### src/ooo_pkg.sv
// shared sizes, opcodes and bus structs for the rename core
// sizes are fixed here; the free list depth follows from phys minus arch
`default_nettype none

package ooo_pkg;

  // machine sizes
  localparam int NUM_ARCH_REGS = 8;
  localparam int NUM_PHYS_REGS = 16;
  localparam int FREE_REGS     = NUM_PHYS_REGS - NUM_ARCH_REGS;
  localparam int FREE_IDX_W    = $clog2(FREE_REGS);
  localparam int ROB_SIZE      = 8;
  localparam int ROB_IDX_W     = $clog2(ROB_SIZE);
  localparam int DATA_WIDTH    = 16;
  // one partial product per cycle
  localparam int MUL_CYCLES    = DATA_WIDTH;

  typedef logic [$clog2(NUM_ARCH_REGS)-1:0] arch_idx_t;
  typedef logic [$clog2(NUM_PHYS_REGS)-1:0] phys_idx_t;
  typedef logic [DATA_WIDTH-1:0]            data_t;
  // msb is the wrap bit
  typedef logic [ROB_IDX_W:0]               rob_ptr_t;

  typedef enum logic [1:0] {
    OP_ADD  = 2'd0,
    OP_SUB  = 2'd1,
    OP_ADDI = 2'd2,
    OP_MUL  = 2'd3
  } op_e;

  // second operand field, register view unless op is OP_ADDI
  typedef union packed {
    struct packed {
      arch_idx_t  src2;
      logic [4:0] pad;
    } reg_view;
    logic [7:0] imm;
  } operand_u;

  typedef struct packed {
    op_e       op;
    arch_idx_t dest;
    arch_idx_t src1;
    operand_u  operand;
  } inst_t;

  typedef struct packed {
    logic      valid;
    op_e       op;
    phys_idx_t tag;
    data_t     opa;
    data_t     opb;
  } issue_t;

  typedef struct packed {
    logic      valid;
    phys_idx_t tag;
    data_t     value;
  } cdb_t;

  typedef struct packed {
    logic      valid;
    arch_idx_t dest;
    data_t     value;
  } commit_t;

endpackage

`default_nettype wire

### src/complete_stage.sv
// single-cycle ALU into a one-entry result slot, plus CDB selection
// multiplier wins the bus; a blocked ALU result waits in its slot
// the bus itself is combinational from the slot and the multiplier
`default_nettype none

module complete_stage (
  input  wire logic               clock,
  input  wire logic               reset,
  input  wire ooo_pkg::issue_t    issue,
  input  wire logic               mul_done,
  input  wire ooo_pkg::phys_idx_t mul_tag,
  input  wire ooo_pkg::data_t     mul_result,
  output logic                    mul_grant,
  output logic                    alu_free,
  output ooo_pkg::cdb_t           cdb
);

  logic               slot_valid;
  ooo_pkg::phys_idx_t slot_tag;
  ooo_pkg::data_t     slot_value;
  logic               alu_capture;
  logic               alu_grant;
  ooo_pkg::data_t     alu_result;

  assign alu_capture = issue.valid && (issue.op != ooo_pkg::OP_MUL);

  // ADD and ADDI share the adder
  assign alu_result = (issue.op == ooo_pkg::OP_SUB) ? issue.opa - issue.opb
                                                    : issue.opa + issue.opb;

  ////////////////////////////////////////////////////////////
  // priority select
  ////////////////////////////////////////////////////////////
  assign mul_grant = mul_done;
  assign alu_grant = slot_valid && !mul_done;
  assign alu_free  = !slot_valid;

  always_comb begin
    cdb.valid = mul_done || slot_valid;
    if (mul_done) begin
      cdb.tag   = mul_tag;
      cdb.value = mul_result;
    end else begin
      cdb.tag   = slot_tag;
      cdb.value = slot_value;
    end
  end

  // slot occupancy
  always_ff @(posedge clock) begin
    if (reset) begin
      slot_valid <= 1'b0;
    end else if (alu_capture) begin
      slot_valid <= 1'b1;
    end else if (alu_grant) begin
      slot_valid <= 1'b0;
    end
  end

  // slot payload
  always_ff @(posedge clock) begin
    if (alu_capture) begin
      slot_tag   <= issue.tag;
      slot_value <= alu_result;
    end
  end

endmodule

`default_nettype wire

### src/dispatch_ctrl.sv
// four-phase req/ack front end, issues one instruction per handshake
// inst must be stable while req is high; issue is valid only on the accept cycle
`default_nettype none

module dispatch_ctrl (
  input  wire logic               clock,
  input  wire logic               reset,
  input  wire ooo_pkg::inst_t     inst,
  input  wire logic               inst_req,
  output logic                    inst_ack,
  input  wire logic               srcs_ready,
  input  wire logic               free_empty,
  input  wire logic               rob_full,
  input  wire logic               alu_free,
  input  wire logic               mul_free,
  input  wire ooo_pkg::data_t     src1_value,
  input  wire ooo_pkg::data_t     src2_value,
  input  wire ooo_pkg::phys_idx_t new_tag,
  output logic                    alloc,
  output ooo_pkg::issue_t         issue
);

  typedef enum logic [1:0] {
    IDLE  = 2'd0,
    STALL = 2'd1,
    ACK   = 2'd2
  } state_t;

  state_t state;
  logic   unit_free;
  logic   go;

  // target unit by opcode
  assign unit_free = (inst.op == ooo_pkg::OP_MUL) ? mul_free : alu_free;

  // every resource reports its own readiness
  assign go = inst_req && srcs_ready && !free_empty && !rob_full && unit_free;

  // no accept while ack is still up
  assign alloc    = go && (state != ACK);
  assign inst_ack = (state == ACK);

  ////////////////////////////////////////////////////////////
  // handshake FSM
  ////////////////////////////////////////////////////////////
  always_ff @(posedge clock) begin
    if (reset) begin
      state <= IDLE;
    end else begin
      case (state)
        IDLE: begin
          if (go) begin
            state <= ACK;
          end else if (inst_req) begin
            state <= STALL;
          end
        end
        // request pending, waiting on a resource
        STALL: begin
          if (go) begin
            state <= ACK;
          end
        end
        // hold ack until req drops
        ACK: begin
          if (!inst_req) begin
            state <= IDLE;
          end
        end
        default: state <= IDLE;
      endcase
    end
  end

  // operand b is the zero-extended immediate for OP_ADDI
  always_comb begin
    issue.valid = alloc;
    issue.op    = inst.op;
    issue.tag   = new_tag;
    issue.opa   = src1_value;
    if (inst.op == ooo_pkg::OP_ADDI) begin
      issue.opb = ooo_pkg::data_t'(inst.operand.imm);
    end else begin
      issue.opb = src2_value;
    end
  end

endmodule

`default_nettype wire

### src/free_list.sv
// circular FIFO of free phys tags, holds tags 8..15 after reset
// depth is phys minus arch regs, which bounds the tags ever free at once
`default_nettype none

module free_list (
  input  wire logic               clock,
  input  wire logic               reset,
  input  wire logic               alloc,
  input  wire logic               release_valid,
  input  wire ooo_pkg::phys_idx_t release_tag,
  output ooo_pkg::phys_idx_t      head_tag,
  output logic                    free_empty
);

  ooo_pkg::phys_idx_t                  fifo [ooo_pkg::FREE_REGS];
  logic [ooo_pkg::FREE_IDX_W-1:0]      head;
  logic [ooo_pkg::FREE_IDX_W-1:0]      tail;
  logic [ooo_pkg::FREE_IDX_W:0]        count;

  assign head_tag   = fifo[head];
  assign free_empty = (count == '0);

  always_ff @(posedge clock) begin
    if (reset) begin
      for (int i = 0; i < ooo_pkg::FREE_REGS; i++) begin
        fifo[i] <= ooo_pkg::phys_idx_t'(ooo_pkg::NUM_ARCH_REGS + i);
      end
      head  <= '0;
      // full at reset, tail wraps back onto head
      tail  <= '0;
      count <= (ooo_pkg::FREE_IDX_W + 1)'(ooo_pkg::FREE_REGS);
    end else begin
      // pop on rename
      if (alloc) begin
        head <= head + 1'b1;
      end
      // push on retire
      if (release_valid) begin
        fifo[tail] <= release_tag;
        tail       <= tail + 1'b1;
      end
      // pop and push together leave count alone
      case ({alloc, release_valid})
        2'b10:   count <= count - 1'b1;
        2'b01:   count <= count + 1'b1;
        default: count <= count;
      endcase
    end
  end

endmodule

`default_nettype wire

### src/mul_unit.sv
// iterative shift-add multiplier, product wraps modulo 2^DATA_WIDTH
// step 0 runs in the capture cycle so done rises MUL_CYCLES after issue
`default_nettype none

module mul_unit (
  input  wire logic               clock,
  input  wire logic               reset,
  input  wire ooo_pkg::issue_t    issue,
  input  wire logic               grant,
  output logic                    mul_free,
  output logic                    done,
  output ooo_pkg::phys_idx_t      tag,
  output ooo_pkg::data_t          result
);

  typedef logic [$clog2(ooo_pkg::MUL_CYCLES):0] cnt_t;

  logic           busy;
  cnt_t           cnt;
  logic           capture;
  logic           step;
  ooo_pkg::data_t mcand;
  ooo_pkg::data_t mplier;
  ooo_pkg::data_t acc;
  ooo_pkg::data_t src_a;
  ooo_pkg::data_t src_b;
  ooo_pkg::data_t src_acc;

  assign capture  = issue.valid && (issue.op == ooo_pkg::OP_MUL);
  assign done     = busy && (cnt == cnt_t'(ooo_pkg::MUL_CYCLES));
  assign step     = capture || (busy && !done);
  assign mul_free = !busy;
  assign result   = acc;

  // step inputs, fresh operands on capture
  assign src_a   = capture ? issue.opa : mcand;
  assign src_b   = capture ? issue.opb : mplier;
  assign src_acc = capture ? '0 : acc;

  // control, bit counter
  always_ff @(posedge clock) begin
    if (reset) begin
      busy <= 1'b0;
      cnt  <= '0;
    end else if (capture) begin
      busy <= 1'b1;
      cnt  <= cnt_t'(1);
    end else if (done && grant) begin
      busy <= 1'b0;
    end else if (step) begin
      cnt <= cnt + 1'b1;
    end
  end

  // datapath, one partial product per step
  always_ff @(posedge clock) begin
    if (capture) begin
      tag <= issue.tag;
    end
    if (step) begin
      acc    <= src_acc + (src_b[0] ? src_a : '0);
      mcand  <= src_a << 1;
      mplier <= src_b >> 1;
    end
  end

endmodule

`default_nettype wire

### src/ooo_core.sv
// rename core top, in-order issue and in-order retire
// inst_req/inst_ack is a four-phase handshake; commit has no back-pressure
`default_nettype none

module ooo_core (
  input  wire logic           clock,
  input  wire logic           reset,
  input  wire ooo_pkg::inst_t inst,
  input  wire logic           inst_req,
  output logic                inst_ack,
  output ooo_pkg::commit_t    commit
);

  // dispatch side
  logic               alloc;
  logic               srcs_ready;
  logic               free_empty;
  logic               rob_full;
  ooo_pkg::phys_idx_t new_tag;
  ooo_pkg::phys_idx_t src1_tag;
  ooo_pkg::phys_idx_t src2_tag;
  ooo_pkg::phys_idx_t old_tag;
  ooo_pkg::data_t     src1_value;
  ooo_pkg::data_t     src2_value;
  ooo_pkg::issue_t    issue;

  // execute and complete
  logic               alu_free;
  logic               mul_free;
  logic               mul_done;
  logic               mul_grant;
  ooo_pkg::phys_idx_t mul_tag;
  ooo_pkg::data_t     mul_result;
  ooo_pkg::cdb_t      cdb;

  // retire
  ooo_pkg::phys_idx_t rob_head_tag;
  ooo_pkg::data_t     rob_head_value;
  logic               release_valid;
  ooo_pkg::phys_idx_t release_tag;

  dispatch_ctrl u_dispatch (
    .clock, .reset, .inst, .inst_req, .inst_ack,
    .srcs_ready, .free_empty, .rob_full, .alu_free, .mul_free,
    .src1_value, .src2_value, .new_tag, .alloc, .issue
  );

  rename_map u_map (
    .clock, .reset, .inst, .alloc, .new_tag, .cdb,
    .src1_tag, .src2_tag, .old_tag, .srcs_ready
  );

  free_list u_free (
    .clock, .reset, .alloc, .release_valid, .release_tag,
    .head_tag (new_tag),
    .free_empty
  );

  reorder_buffer u_rob (
    .clock, .reset, .alloc,
    .dest       (inst.dest),
    .new_tag, .old_tag, .cdb,
    .head_tag   (rob_head_tag),
    .head_value (rob_head_value),
    .rob_full, .release_valid, .release_tag, .commit
  );

  // rd3 serves the retiring entry
  phys_regfile u_regfile (
    .clock, .reset, .cdb,
    .rd1_tag (src1_tag), .rd2_tag (src2_tag), .rd3_tag (rob_head_tag),
    .rd1_value (src1_value), .rd2_value (src2_value), .rd3_value (rob_head_value)
  );

  mul_unit u_mul (
    .clock, .reset, .issue,
    .grant (mul_grant), .mul_free,
    .done (mul_done), .tag (mul_tag), .result (mul_result)
  );

  complete_stage u_complete (
    .clock, .reset, .issue,
    .mul_done, .mul_tag, .mul_result, .mul_grant, .alu_free, .cdb
  );

endmodule

`default_nettype wire

### src/phys_regfile.sv
// physical registers, written from the CDB, three async read ports
// a read of the tag being written returns the old value
`default_nettype none

module phys_regfile (
  input  wire logic               clock,
  input  wire logic               reset,
  input  wire ooo_pkg::cdb_t      cdb,
  input  wire ooo_pkg::phys_idx_t rd1_tag,
  input  wire ooo_pkg::phys_idx_t rd2_tag,
  input  wire ooo_pkg::phys_idx_t rd3_tag,
  output ooo_pkg::data_t          rd1_value,
  output ooo_pkg::data_t          rd2_value,
  output ooo_pkg::data_t          rd3_value
);

  ooo_pkg::data_t regs [ooo_pkg::NUM_PHYS_REGS];

  // two dispatch sources, one retire read
  assign rd1_value = regs[rd1_tag];
  assign rd2_value = regs[rd2_tag];
  assign rd3_value = regs[rd3_tag];

  always_ff @(posedge clock) begin
    if (reset) begin
      // arch state starts at zero
      for (int i = 0; i < ooo_pkg::NUM_PHYS_REGS; i++) begin
        regs[i] <= '0;
      end
    end else if (cdb.valid) begin
      regs[cdb.tag] <= cdb.value;
    end
  end

endmodule

`default_nettype wire

### src/rename_map.sv
// arch to phys map plus one ready bit per phys register
// lookups are combinational; ready bits change only at the clock edge
`default_nettype none

module rename_map (
  input  wire logic               clock,
  input  wire logic               reset,
  input  wire ooo_pkg::inst_t     inst,
  input  wire logic               alloc,
  input  wire ooo_pkg::phys_idx_t new_tag,
  input  wire ooo_pkg::cdb_t      cdb,
  output ooo_pkg::phys_idx_t      src1_tag,
  output ooo_pkg::phys_idx_t      src2_tag,
  output ooo_pkg::phys_idx_t      old_tag,
  output logic                    srcs_ready
);

  ooo_pkg::phys_idx_t                  map   [ooo_pkg::NUM_ARCH_REGS];
  logic [ooo_pkg::NUM_PHYS_REGS-1:0]   ready;
  logic                                src2_ok;

  // source lookup
  assign src1_tag = map[inst.src1];
  assign src2_tag = map[inst.operand.reg_view.src2];
  // previous mapping of dest, retired later by the ROB
  assign old_tag  = map[inst.dest];

  // immediate form has no second source
  assign src2_ok    = (inst.op == ooo_pkg::OP_ADDI) || ready[src2_tag];
  assign srcs_ready = ready[src1_tag] && src2_ok;

  always_ff @(posedge clock) begin
    if (reset) begin
      // identity map, everything ready
      for (int i = 0; i < ooo_pkg::NUM_ARCH_REGS; i++) begin
        map[i] <= ooo_pkg::phys_idx_t'(i);
      end
      ready <= '1;
    end else begin
      // result broadcast
      if (cdb.valid) begin
        ready[cdb.tag] <= 1'b1;
      end
      // rename dest, new tag waits for its result
      if (alloc) begin
        map[inst.dest] <= new_tag;
        ready[new_tag] <= 1'b0;
      end
    end
  end

endmodule

`default_nettype wire

### src/reorder_buffer.sv
// in-order retire queue, entries completed by tag match on the CDB
// commit and tag release are combinational from the head entry
// head_value must be the regfile read of head_tag
`default_nettype none

module reorder_buffer (
  input  wire logic               clock,
  input  wire logic               reset,
  input  wire logic               alloc,
  input  wire ooo_pkg::arch_idx_t dest,
  input  wire ooo_pkg::phys_idx_t new_tag,
  input  wire ooo_pkg::phys_idx_t old_tag,
  input  wire ooo_pkg::cdb_t      cdb,
  output ooo_pkg::phys_idx_t      head_tag,
  input  wire ooo_pkg::data_t     head_value,
  output logic                    rob_full,
  output logic                    release_valid,
  output ooo_pkg::phys_idx_t      release_tag,
  output ooo_pkg::commit_t        commit
);

  localparam int W = ooo_pkg::ROB_IDX_W;

  // entry payload
  ooo_pkg::arch_idx_t           ent_dest [ooo_pkg::ROB_SIZE];
  ooo_pkg::phys_idx_t           ent_new  [ooo_pkg::ROB_SIZE];
  ooo_pkg::phys_idx_t           ent_old  [ooo_pkg::ROB_SIZE];
  logic [ooo_pkg::ROB_SIZE-1:0] ent_done;

  ooo_pkg::rob_ptr_t head;
  ooo_pkg::rob_ptr_t tail;
  logic              rob_empty;
  logic              retire;

  // wrap bit tells full from empty
  assign rob_empty = (head == tail);
  assign rob_full  = (head[W-1:0] == tail[W-1:0]) && (head[W] != tail[W]);

  assign head_tag = ent_new[head[W-1:0]];
  assign retire   = !rob_empty && ent_done[head[W-1:0]];

  // old mapping goes back to the free list
  assign release_valid = retire;
  assign release_tag   = ent_old[head[W-1:0]];

  always_comb begin
    commit.valid = retire;
    commit.dest  = ent_dest[head[W-1:0]];
    commit.value = head_value;
  end

  ////////////////////////////////////////////////////////////
  // pointers and completion
  ////////////////////////////////////////////////////////////
  always_ff @(posedge clock) begin
    if (reset) begin
      head     <= '0;
      tail     <= '0;
      ent_done <= '0;
    end else begin
      // stale slots may match, alloc clears them below
      if (cdb.valid) begin
        for (int i = 0; i < ooo_pkg::ROB_SIZE; i++) begin
          if (ent_new[i] == cdb.tag) begin
            ent_done[i] <= 1'b1;
          end
        end
      end
      if (alloc) begin
        ent_done[tail[W-1:0]] <= 1'b0;
        tail                  <= tail + 1'b1;
      end
      if (retire) begin
        head <= head + 1'b1;
      end
    end
  end

  // payload written at the tail
  always_ff @(posedge clock) begin
    if (alloc) begin
      ent_dest[tail[W-1:0]] <= dest;
      ent_new[tail[W-1:0]]  <= new_tag;
      ent_old[tail[W-1:0]]  <= old_tag;
    end
  end

endmodule

`default_nettype wire

### config.mk
export PLATFORM = sky130hd
export DESIGN_NAME = ooo_core
export DESIGN_NICKNAME = d
export VERILOG_FILES = /design/src/ooo_pkg.sv /design/src/complete_stage.sv /design/src/dispatch_ctrl.sv /design/src/free_list.sv /design/src/mul_unit.sv /design/src/ooo_core.sv /design/src/phys_regfile.sv /design/src/rename_map.sv /design/src/reorder_buffer.sv
export SDC_FILE = /design/constraint.sdc
export NUM_CORES = 1
export LEC_CHECK = 0
export ABC_AREA = 1
export BUFFER_PORTS_ARGS = -buffer_cell sky130_fd_sc_hd__buf_2
export CAP_MARGIN = 20
export CORE_UTILIZATION = 45
export CTS_CLUSTER_SIZE = 8
export DETAILED_ROUTE_END_ITERATION = 8
export SETUP_SLACK_MARGIN = 0.3
export SLEW_MARGIN = 20
export SYNTH_ARGS = -nofsm -noshare
export SYNTH_HDL_FRONTEND = slang
export SYNTH_HIERARCHICAL = 1
export SYNTH_SLANG_ARGS = --single-unit
### constraint.sdc
create_clock -name clock -period 4.5 [get_ports clock]
set_clock_uncertainty 0.2 [all_clocks]
set_input_delay 0.225 -clock clock [delete_from_list [all_inputs] [get_ports clock]]
set_output_delay 0.225 -clock clock [all_outputs]
set_load 0.1 [all_outputs]
# Word-level counts from Yosys, hierarchy flattened
# Memory sizes are Yosys's and may differ from the RTL's. A register that Yosys moved wholly into a read port is not among the register bits.
# Cells that the tools add are included.
# word_totals
reg_bits,121
ramBits,408
in_bits,19
output_inout_bits,21
elab_cells,189
mem_count,6
# op_classes
add_sub_neg,10
order_cmp,9
eq_ne,25
mux,76
bitwise,6
reduce_logical,38
# mem_list
memory,depth,word_bits,rd,rd_clocked_by_memory_dff,write_ports,line_no,text
u_regfile.regs,16,16,3,0,16,phys_regfile.sv:17,ooo_pkg::data_t regs [ooo_pkg::NUM_PHYS_REGS];
u_free.fifo,8,4,1,1,8,free_list.sv:15,ooo_pkg::phys_idx_t fifo [ooo_pkg::FREE_REGS];
u_map.map,8,4,3,0,8,rename_map.sv:18,ooo_pkg::phys_idx_t map [ooo_pkg::NUM_ARCH_REGS];
u_rob.ent_new,8,4,9,1,1,reorder_buffer.sv:26,ooo_pkg::phys_idx_t ent_new [ooo_pkg::ROB_SIZE];
u_rob.ent_old,8,4,1,1,1,reorder_buffer.sv:27,ooo_pkg::phys_idx_t ent_old [ooo_pkg::ROB_SIZE];
u_rob.ent_dest,8,3,1,1,1,reorder_buffer.sv:25,ooo_pkg::arch_idx_t ent_dest [ooo_pkg::ROB_SIZE];
# ops
operator,n
$mux 16,9
$mux 1,37
$eq 4x4->1,9
$add 16x16->16,2
$mux 3,10
$mux 8,3
$lt 4x5->1 const B,4
$mux 20,1
$and 16x16->16,1
$logic_and 1x1->1,16
$not 16->16,1
$or 16x16->16,1
$reduce_or 16->1,1
$sub 16x16->16,1
$mux 15,1
$add 4x1->4 const B,3
$mux 4,3
$and 8x8->8,1
$bmux 1 s4,2
$demux 1 s4,2
$eq 2x2->1 const B,4
$ge 4x1->1 const B,2
$lt 3x4->1 const B,2
$mux 2,4
other kinds (26),44

# Logic depth before layout (Yosys ltp)
# Gate-level depths: netlist of run 1.
# An unclocked memory read counts as a cell.
# depth
word_depth,15
depth_mapped,37
mapped_depth_nobuf,34

# Hierarchy
# Netlist of run 1, hierarchy kept.
# modules_own_cells
module,instances,cells_per_inst,area_each_um2
phys_regfile,1,2517,17174.0
reorder_buffer,1,473,4842.1
mul_unit,1,421,3414.5
rename_map,1,452,3193.1
complete_stage,1,364,2306.0
free_list,1,275,2230.9
dispatch_ctrl,1,89,476.7

# Worst setup path before layout of run 1
# No wires, ideal clock.
# synth_path
path_kind,input to register
startpoint,input port inst[6] (netlist name)
endpoint,"register u_mul.acc[14], in the netlist u_mul/result[14], data pin"
setup_ns,0.252
arrival_time_ns,3.864
required_ns,4.048
path_slack_ns,0.184
stages,32
path_buffers,4
cell_sequence,buf_2 > inv_2 > nand3_1 > nand3_4 > nand2_2 > nand2_1 > nand3_1 > nand3_1 > nand3_1 > nand3_1 > nand2_1 > inv_1 > nand2_1 > nor2_1 > nand2_1 > nor2_1 > buf_4 > nand3_4 > buf_2 > buf_2 > nand2_1 > inv_1 > ha_1 > fa_1 > nand2_1 > nand2_1 > nand3b_1 > nand2_1 > nand2_1 > nand2_1 > nand2_1 > nand2_1
# synth_between
elab_chain_cells,14
elab_cells_between_ends,18
# synth_rtl
item,line_no,text
from (decl),ooo_core.sv:8,"input wire ooo_pkg::inst_t inst,"
$mem_v2 8x4 (*),n/a,
$bmux 1 s4 (*),rename_map.sv:29,assign src2_ok = (inst.op == ooo_pkg::OP_ADDI) || ready[src2_tag];
$mux 1 (not written as such) (*),rename_map.sv:29,
$logic_or 1x1->1 (*),rename_map.sv:29,
$logic_and 1x1->1 (*),rename_map.sv:30,assign srcs_ready = ready[src1_tag] && src2_ok;
via srcs_ready,ooo_core.sv:16,logic srcs_ready;
$logic_and 1x1->1 (*) (4 in series),dispatch_ctrl.sv:37,assign go = inst_req && srcs_ready && !free_empty && !rob_full && unit_free;
$logic_and 1x1->1 (*),dispatch_ctrl.sv:40,assign alloc = go && (state != ACK);
via alloc,ooo_core.sv:15,logic alloc;
$logic_and 1x1->1 (*),mul_unit.sv:29,assign capture = issue.valid && (issue.op == ooo_pkg::OP_MUL);
$mux 16 / $mux 15 (equally long branches),"mul_unit.sv:36, mul_unit.sv:37",
$mux 16,mul_unit.sv:61,acc <= src_acc + (src_b[0] ? src_a : '0);
$add 16x16->16 (*),mul_unit.sv:61,
to (signal assigned),mul_unit.sv:61,
to (decl),mul_unit.sv:24,ooo_pkg::data_t acc;
# The timed path passes the listed nets; every way through them passes the cells marked *. The select of a mux whose other input is x is not followed.
# A chain may end at the register's enable or synchronous reset.

==> out/metrics.yaml, run 1 <==
num-fill-cells: 6872
cp.arrival_ns: 4.36
dp_hpwl_um: 78200
cts_sinks: 535
die-area_sq_um: 75800
nNetsFinal: 4813
r2r_cells: 31
final_max_slew_viol_count: 0
viasPerCell: 5.57
syn-num-nets: 4653
drive_gt1_share_pct: 16.2
drc: 0
synth.yosys.seq_area_share_pct: 46.1
grt_max_degree: 129
synth.distinct_cells: 50
syn_area_per_cell_sq_um: 7.33
layout.area.seq_sq_um: 15500
rr_endpoint: "u_complete/slot_value[15]$_DFFE_PP_"
rrSetupSlack_ns: 0.33
cp-end-kind: "flop"
synthesis.area_sq_um: 33600
reg2reg_from: "u_map/map[6][0]$_SDFFCE_PN0P_"
cp_max_fo: 8
path_class: "flop to flop"
multi_input_area_sq_um: 15700
grt_pass1_wl_um: 176000
rsz0062_at_grt: "true"
ant_nets: 0
min_period_over_period_pct: 92.6
setup_viol: 0
leakage_nw: 18.6
min_path_type: "input pin to flop"
finalHoldViolCount: 0
crit_path_max_incr_delay_ns: 0.47
yosysTopAreaCellShare_pct: 42.7
holdCritStartpoint: "inst[4]"
first_pass_iters: 6
outcome: "completed"
core_area_sq_um: 73500
htreeDepth: 3
portBuffers: 39
max_freq_ghz: 0.240
power.total_mw: 16.5
ys_seq_elements: 535
gp_congestion: 0.954
antenna_found_initial: 1
std_cell_rows: 99
drt_iter0_markers: 4100
crit_slowest_cell: "edfxtp_1"
power-per-cell-area_nw_per_um2: 407
synth_edf_count: 478
async_flop_share_pct: 0
whs_endpoint: "u_mul/mplier[3]$_DFFE_PP_"
syn_inst: 4591
yosysWarnings: 6
ioPinCount: 40
synth_area_leaders: "edfxtp_1 (43%), nand2_1 (17%), nand3_1 (12%)"
area_growth_pct: 20.6
cts-root-buf: "clkbuf_16"
crit_path_start_kind: "flop"
grt.total_usage_pct: 30.6
synth-main-ff-cell: "edfxtp_1"
floorplan.die.width_um: 275
crit_required_ns: 4.69
tightest_slew_ns: 1.09
start_util_pct: 45.8
wirelength_um: 120000
numCtsBuffers: 77
path_clk_slew_ns: 0.05
grt_pass1_vias: 30200
die_h_um: 275
vias: 32100
overflow: 0
tritoncts: "yes"
maxCapViolCount: 0
peakVddDrop_mv: 0.298
detail_route.wl_per_cell_um: 20.9
min_period_ns: 4.17
cpMostUsedCell: "nand2_1"
yosysTopAreaCell: "edfxtp_1"
timing.hold.ws_ns: 0.0143
clk_latency_ns: 0.65
antenna_cells: 0
holdPathStages: 6
relSlewSlack_pct: 27.2
clockBufferDepth: 3
-- state kept, by name, summed over array words and instances (netlist names), 2 cells and up, named ones only --
name	cells
u_free/fifo	32
u_free/tail	3
u_mul/mcand	15
u_rob/head	4
u_rob/tail	4
u_complete/slot_tag	4
u_free/head	3
u_complete/slot_value	16
u_dispatch/state	2
u_mul/result	16
u_mul/cnt	5
u_free/count	4
u_rob/ent_dest	24
u_map/map	32
u_map/ready	16
u_rob/ent_new	32
u_mul/tag	4
u_regfile/regs	256
u_rob/ent_done	8
u_rob/ent_old	32
u_mul/mplier	15
-- how the worst max path moves through the flow --
stage / depth (start not counted) / endpoint / startpoint
finish: 31 / u_complete/slot_value[15]$_DFFE_PP_ / u_map/map[6][0]$_SDFFCE_PN0P_
global route: 31 / u_complete/slot_value[15]$_DFFE_PP_ / u_map/map[6][0]$_SDFFCE_PN0P_
CTS: 31 / u_mul/result[13]$_DFFE_PP_ / u_map/map[7][2]$_SDFFCE_PN1P_
detailed placement: 31 / u_mul/result[14]$_DFFE_PP_ / inst[5]
global placement: 31 / u_mul/result[14]$_DFFE_PP_ / inst[5]
floorplan: 32 / u_mul/result[14]$_DFFE_PP_ / inst[6]
-- report_power, final --
part | internal [mW] | switching (mW)
logic | 1.83 | 3.39
registers | 5.70 | 0.0905
clock network | 3.21 | 2.28
-- per-stage QoR --
stage / instance area, sq um / util, % / setup WS, ns / cells / setup TNS, ns
floorplan: 33600 / - / 0.368 / 4591 / 0
global placement: 36300 / 49.4 / 0.00800 / 5566 / 0
detailed placement: 36300 / 49.4 / -0.0239 / 5566 / -0.0272
CTS: 39000 / 53.0 / 0.310 / 5708 / 0
global route: 40600 / 55.2 / 0.0981 / 5753 / 0
finish: 40600 / 55.2 / 0.334 / 5753 / 0
-- cell usage after synthesis (2+ instances only) --
cell type	number
ha_1	40
xnor2_1	18
clkbuf_1	82
nand2_1	1487
nand2_2	30
a21oi_1	84
dfxtp_1	57
nor2_1	456
buf_6	8
xor2_1	28
nor3_4	3
clkinv_1	4
nor3_2	6
inv_4	4
a221oi_1	4
nand3_4	5
o22ai_1	24
buf_2	84
nand3_1	794
nor2_2	2
buf_4	46
buf_1	56
edfxtp_1	478
and2_1	16
nor2_4	9
inv_1	534
or2_2	3
o21ai_1	33
o21ai_0	97
or2_1	3
o2111ai_1	4
nand3_2	7
fa_1	3
nand2_4	6
o211ai_2	3
a22oi_1	4
nand4_1	10
a31oi_1	4
nand3b_1	3
inv_2	33
nor3_1	10
-- worst max-delay path, delay by kind of cell, from the launching register on --
family / cells / cell delay, ns
AOI/OAI and AO/OA: 1 / 0.16
xor gates and xnor gates: 1 / 0.20
adders and majority gates: 1 / 0.35
buffers and inverters: 6 / 0.63
DFF: 1 / 0.47
and+or+nand+nor: 22 / 1.86
-- kinds of logic (layout without fill, tap and decap cells) --
| kind of cell | after synthesis | after routing | synth area share [%] |
|---|---|---|---|
| buffers and inverters | 851 | 1054 | 10.5 |
| adders and majority gates | 43 | 43 | 1.67 |
| xor gates and xnor gates | 46 | 46 | 1.20 |
| and+or+nand+nor | 2854 | 2854 | 36.3 |
| AOI/OAI and AO/OA | 262 | 262 | 4.24 |
| DFF | 535 | 535 | 46.1 |
-- placed cells by master (no fill, tap or decap), types with 28 or more instances in the layout --
cell	netlist	final
nand2_1	1487	1412
nand3_1	794	738
inv_1	534	511
edfxtp_1	478	478
nor2_1	456	437
buf_4	46	240
o21ai_0	97	96
nand2_2	30	89
clkbuf_16	0	87
a21oi_1	84	70
nand3_2	7	62
dfxtp_1	57	57
buf_12	0	53
inv_2	33	48
clkbuf_1	82	36
o21ai_1	33	31
xor2_1	28	28
-- final cells by class --
type	count	area share [%]
repair buffers	356	8.98
inverters	575	5.52
repair inverters	1	0.0401
clock buffers	115	5.15
well taps	959	2.96
clock inverters	7	0.395
multi-input cells	3205	38.8
flip-flops and latches	535	38.2
-- repair_timing --
action / CTS / global route
endpoints found under the hold margin: 38 / 0
cloned: 2 / 11
setup endpoints to repair: 19 / 33
gates resized for setup: 40 / 260
hold buffers: 13 / 0
buffers inserted: 5 / 34
pin swaps: 6 / 84
-- layer usage --
metal	vias to the layer above	wire [um]	track usage, %
met1	14900	49400	41.2
met3	368	11300	5.13
met5	-	8	0
met2	1717	52800	47.2
li1	15100	-	-
met4	2	6550	16.4
Power figures use the tool's default switching activity.
==> run 2, diff against run 1 <==
--- a/config.mk
+++ b/config.mk
@@ -5,12 +5,13 @@
 export SDC_FILE = /design/constraint.sdc
 export NUM_CORES = 1
 export LEC_CHECK = 0
-export ABC_AREA = 1
+export ABC_CLOCK_PERIOD_IN_PS = 4500
 export BUFFER_PORTS_ARGS = -buffer_cell sky130_fd_sc_hd__buf_2
 export CAP_MARGIN = 20
 export CORE_UTILIZATION = 45
 export CTS_CLUSTER_SIZE = 8
 export DETAILED_ROUTE_END_ITERATION = 8
+export GPL_TIMING_DRIVEN = 0
 export SETUP_SLACK_MARGIN = 0.3
 export SLEW_MARGIN = 20
 export SYNTH_ARGS = -nofsm -noshare
==> out/metrics.yaml, run 2 <==
async_flop_share_pct: 0
clockBufferDepth: 3
crit_path_max_incr_delay_ns: 0.45
vias: 20800
synth.top_cells.by_count: "edfxtp_1 (478), and2_1 (302), mux4_2 (240)"
setup_slack_ns: -0.790
synth_area_leaders: "edfxtp_1 (47%), mux4_2 (18%), and2_1 (6.2%)"
top_register: "u_regfile/regs"
cts-root-buf: "clkbuf_16"
wirelength_um: 89900
yosysTopAreaCell: "edfxtp_1"
violations: "setup timing"
synthesis.area_sq_um: 30600
drive_gt1_share_pct: 35.8
grt_max_degree: 47
cp_top_family: "simple AND/OR/NAND/NOR gates"
dp_hpwl_um: 61600
syn_area_per_cell_sq_um: 13.4
ioPinCount: 40
ant_nets: 0
floorplan.die.width_um: 263
die_h_um: 263
final_common_cell: "edfxtp_1"
ys_seq_elements: 535
grt_pass1_vias: 21300
cp.arrival_ns: 5.47
syn_inst: 2283
finalHoldViolCount: 0
tightest_slew_ns: 0.806
area_growth_pct: 20.6
peakVddDrop_mv: 0.422
largest_register_ffs: 256
synth-main-ff-cell: "edfxtp_1"
core_area_sq_um: 67300
path_class: "flop to flop"
final_cell_mix: "edfxtp_1 (478), and2_1 (301), mux4_2 (244)"
viasPerCell: 6.10
final_max_slew_viol_count: 0
leakage_nw: 13.3
drc: 0
path_cells: "buf_4, mux4_2, mux2_4, buf_12, buf_12, mux4_2, a22oi_2, nand2_1, nand2_1, nand2_2, nor4_4, and2_4, nand3b_4, o21ai_2, xor2_1, ha_1, and3_4, nand3_1, o21ai_1, a21oi_1, xnor2_1"
power-per-cell-area_nw_per_um2: 462
min_period_over_period_pct: 118
crit_path_start_kind: "flop"
max_freq_ghz: 0.189
cp-end-kind: "flop"
start_util_pct: 45.5
crit_required_ns: 4.68
first_pass_iters: 6
std_cell_rows: 95
rsz0062_at_grt: "true"
numCtsBuffers: 77
path_clk_slew_ns: 0.05
outcome: "complete, but fails checks"
cp_max_fo: 7
place_inst: 3195
yosysWarnings: 6
crit_slowest_cell: "mux4_2"
htreeDepth: 3
syn-num-nets: 2345
yosysTopAreaCellShare_pct: 46.8
overflow: 0
synth_most_common_cell: "edfxtp_1"
nNetsFinal: 2562
grt.total_usage_pct: 25.7
setup_tns_ns: -12.73
min_period_ns: 5.29
antenna_found_initial: 1
die-area_sq_um: 69100
cp.buffers_inverters: 3
tritoncts: "yes"
power.total_mw: 17.1
setup_viol: 25
maxCapViolCount: 0
relSlewSlack_pct: 45.8
synth.distinct_cells: 82
cts_sinks: 535
synth.yosys.seq_area_share_pct: 50.6
gp_congestion: 0.899
synth_edf_count: 478
detail_route.wl_per_cell_um: 26.3
portBuffers: 37
drt_iter0_markers: 2260
grt_pass1_wl_um: 132000
clk_latency_ns: 0.64
instances_no_fill: 3414
min_path_type: "input pin to flop"
-- run 2: final cells by class --
cell class	count	area, sq um
tap	873	1090
clock buffer	110	2050
sequential	535	15500
multi-input combinational	1533	15400
timing repair buffer	137	1220
buffer	197	1450
inverter	19	83.8
clock inverter	8	154
fill	5529	30300
antenna	2	5.00
-- run 2: logic make-up after synthesis --
group	synth area share, %
adder cells (fa/ha/maj)	1.83
buffers and inverters	3.40
XOR/XNOR	2.54
AO/OA/AOI/OAI	5.97
AND/OR/NAND/NOR	14.4
flip-flops	50.6
multiplexers	21.3
-- run 2: worst reg2reg max path: cells and delay by family, from the launching register on --
kind,cells,cell delay [ns]
and+or+nand+nor,8,1.39
muxes,3,1.21
AOI/OAI and AO/OA,4,0.82
buffers and inverters,3,0.46
DFF,1,0.41
adders and majority gates,1,0.34
xor gates and xnor gates,2,0.22
-- run 2: metrics by stage --
step           hold slack, ns  area (sq um)  worst slack (ns)  utilization, %
2_1_floorplan          0.0941         31000            -0.997               -
3_3_place_gp            0.245         32300             -3.21            48.0
3_5_place_dp            0.272         32300             -1.76            48.0
4_1_cts                0.0393         36100            -0.751            53.6
5_1_grt                 0.109         37000            -0.876            54.9
6_report               0.0693         37000            -0.790            54.9
-- run 2: final timing paths --
check	start	cells after the start	to	slack (ns)
min reg2reg	u_dispatch/state[1]$_SDFFE_PP0P_	1	u_dispatch/state[1]$_SDFFE_PP0P_	0.28
min	inst[15]	4	u_dispatch/state[0]$_SDFFE_PP0P_	0.07
max	u_map/map[5][0]$_SDFFCE_PN1P_	21	u_complete/slot_value[14]$_DFFE_PP_	-0.79
max reg2reg	u_map/map[5][0]$_SDFFCE_PN1P_	21	u_complete/slot_value[14]$_DFFE_PP_	-0.79
-- run 2: timing repair --
item / CTS / global route
pin swaps: 64 / 69
hold buffers: 7 / 0
setup endpoints to repair: 713 / 448
hold endpoints to repair: 35 / 0
gates resized for setup: 266 / 151
cloned: 2 / 2
buffers inserted: 58 / 30
-- run 2: report_power, final --
part	switching, mW	internal [mW]
clock network	2.23	3.16
registers	0.181	5.87
logic	3.30	2.35
total	5.71	11.4
-- run 2: layer usage --
layer	GRT usage, %	vias up	routed length, um
li1	-	9101	-
met1	35.2	10600	37700
met2	41.0	922	42500
met3	4.89	166	7520
met4	9.18	0	2220
met5	0	-	0
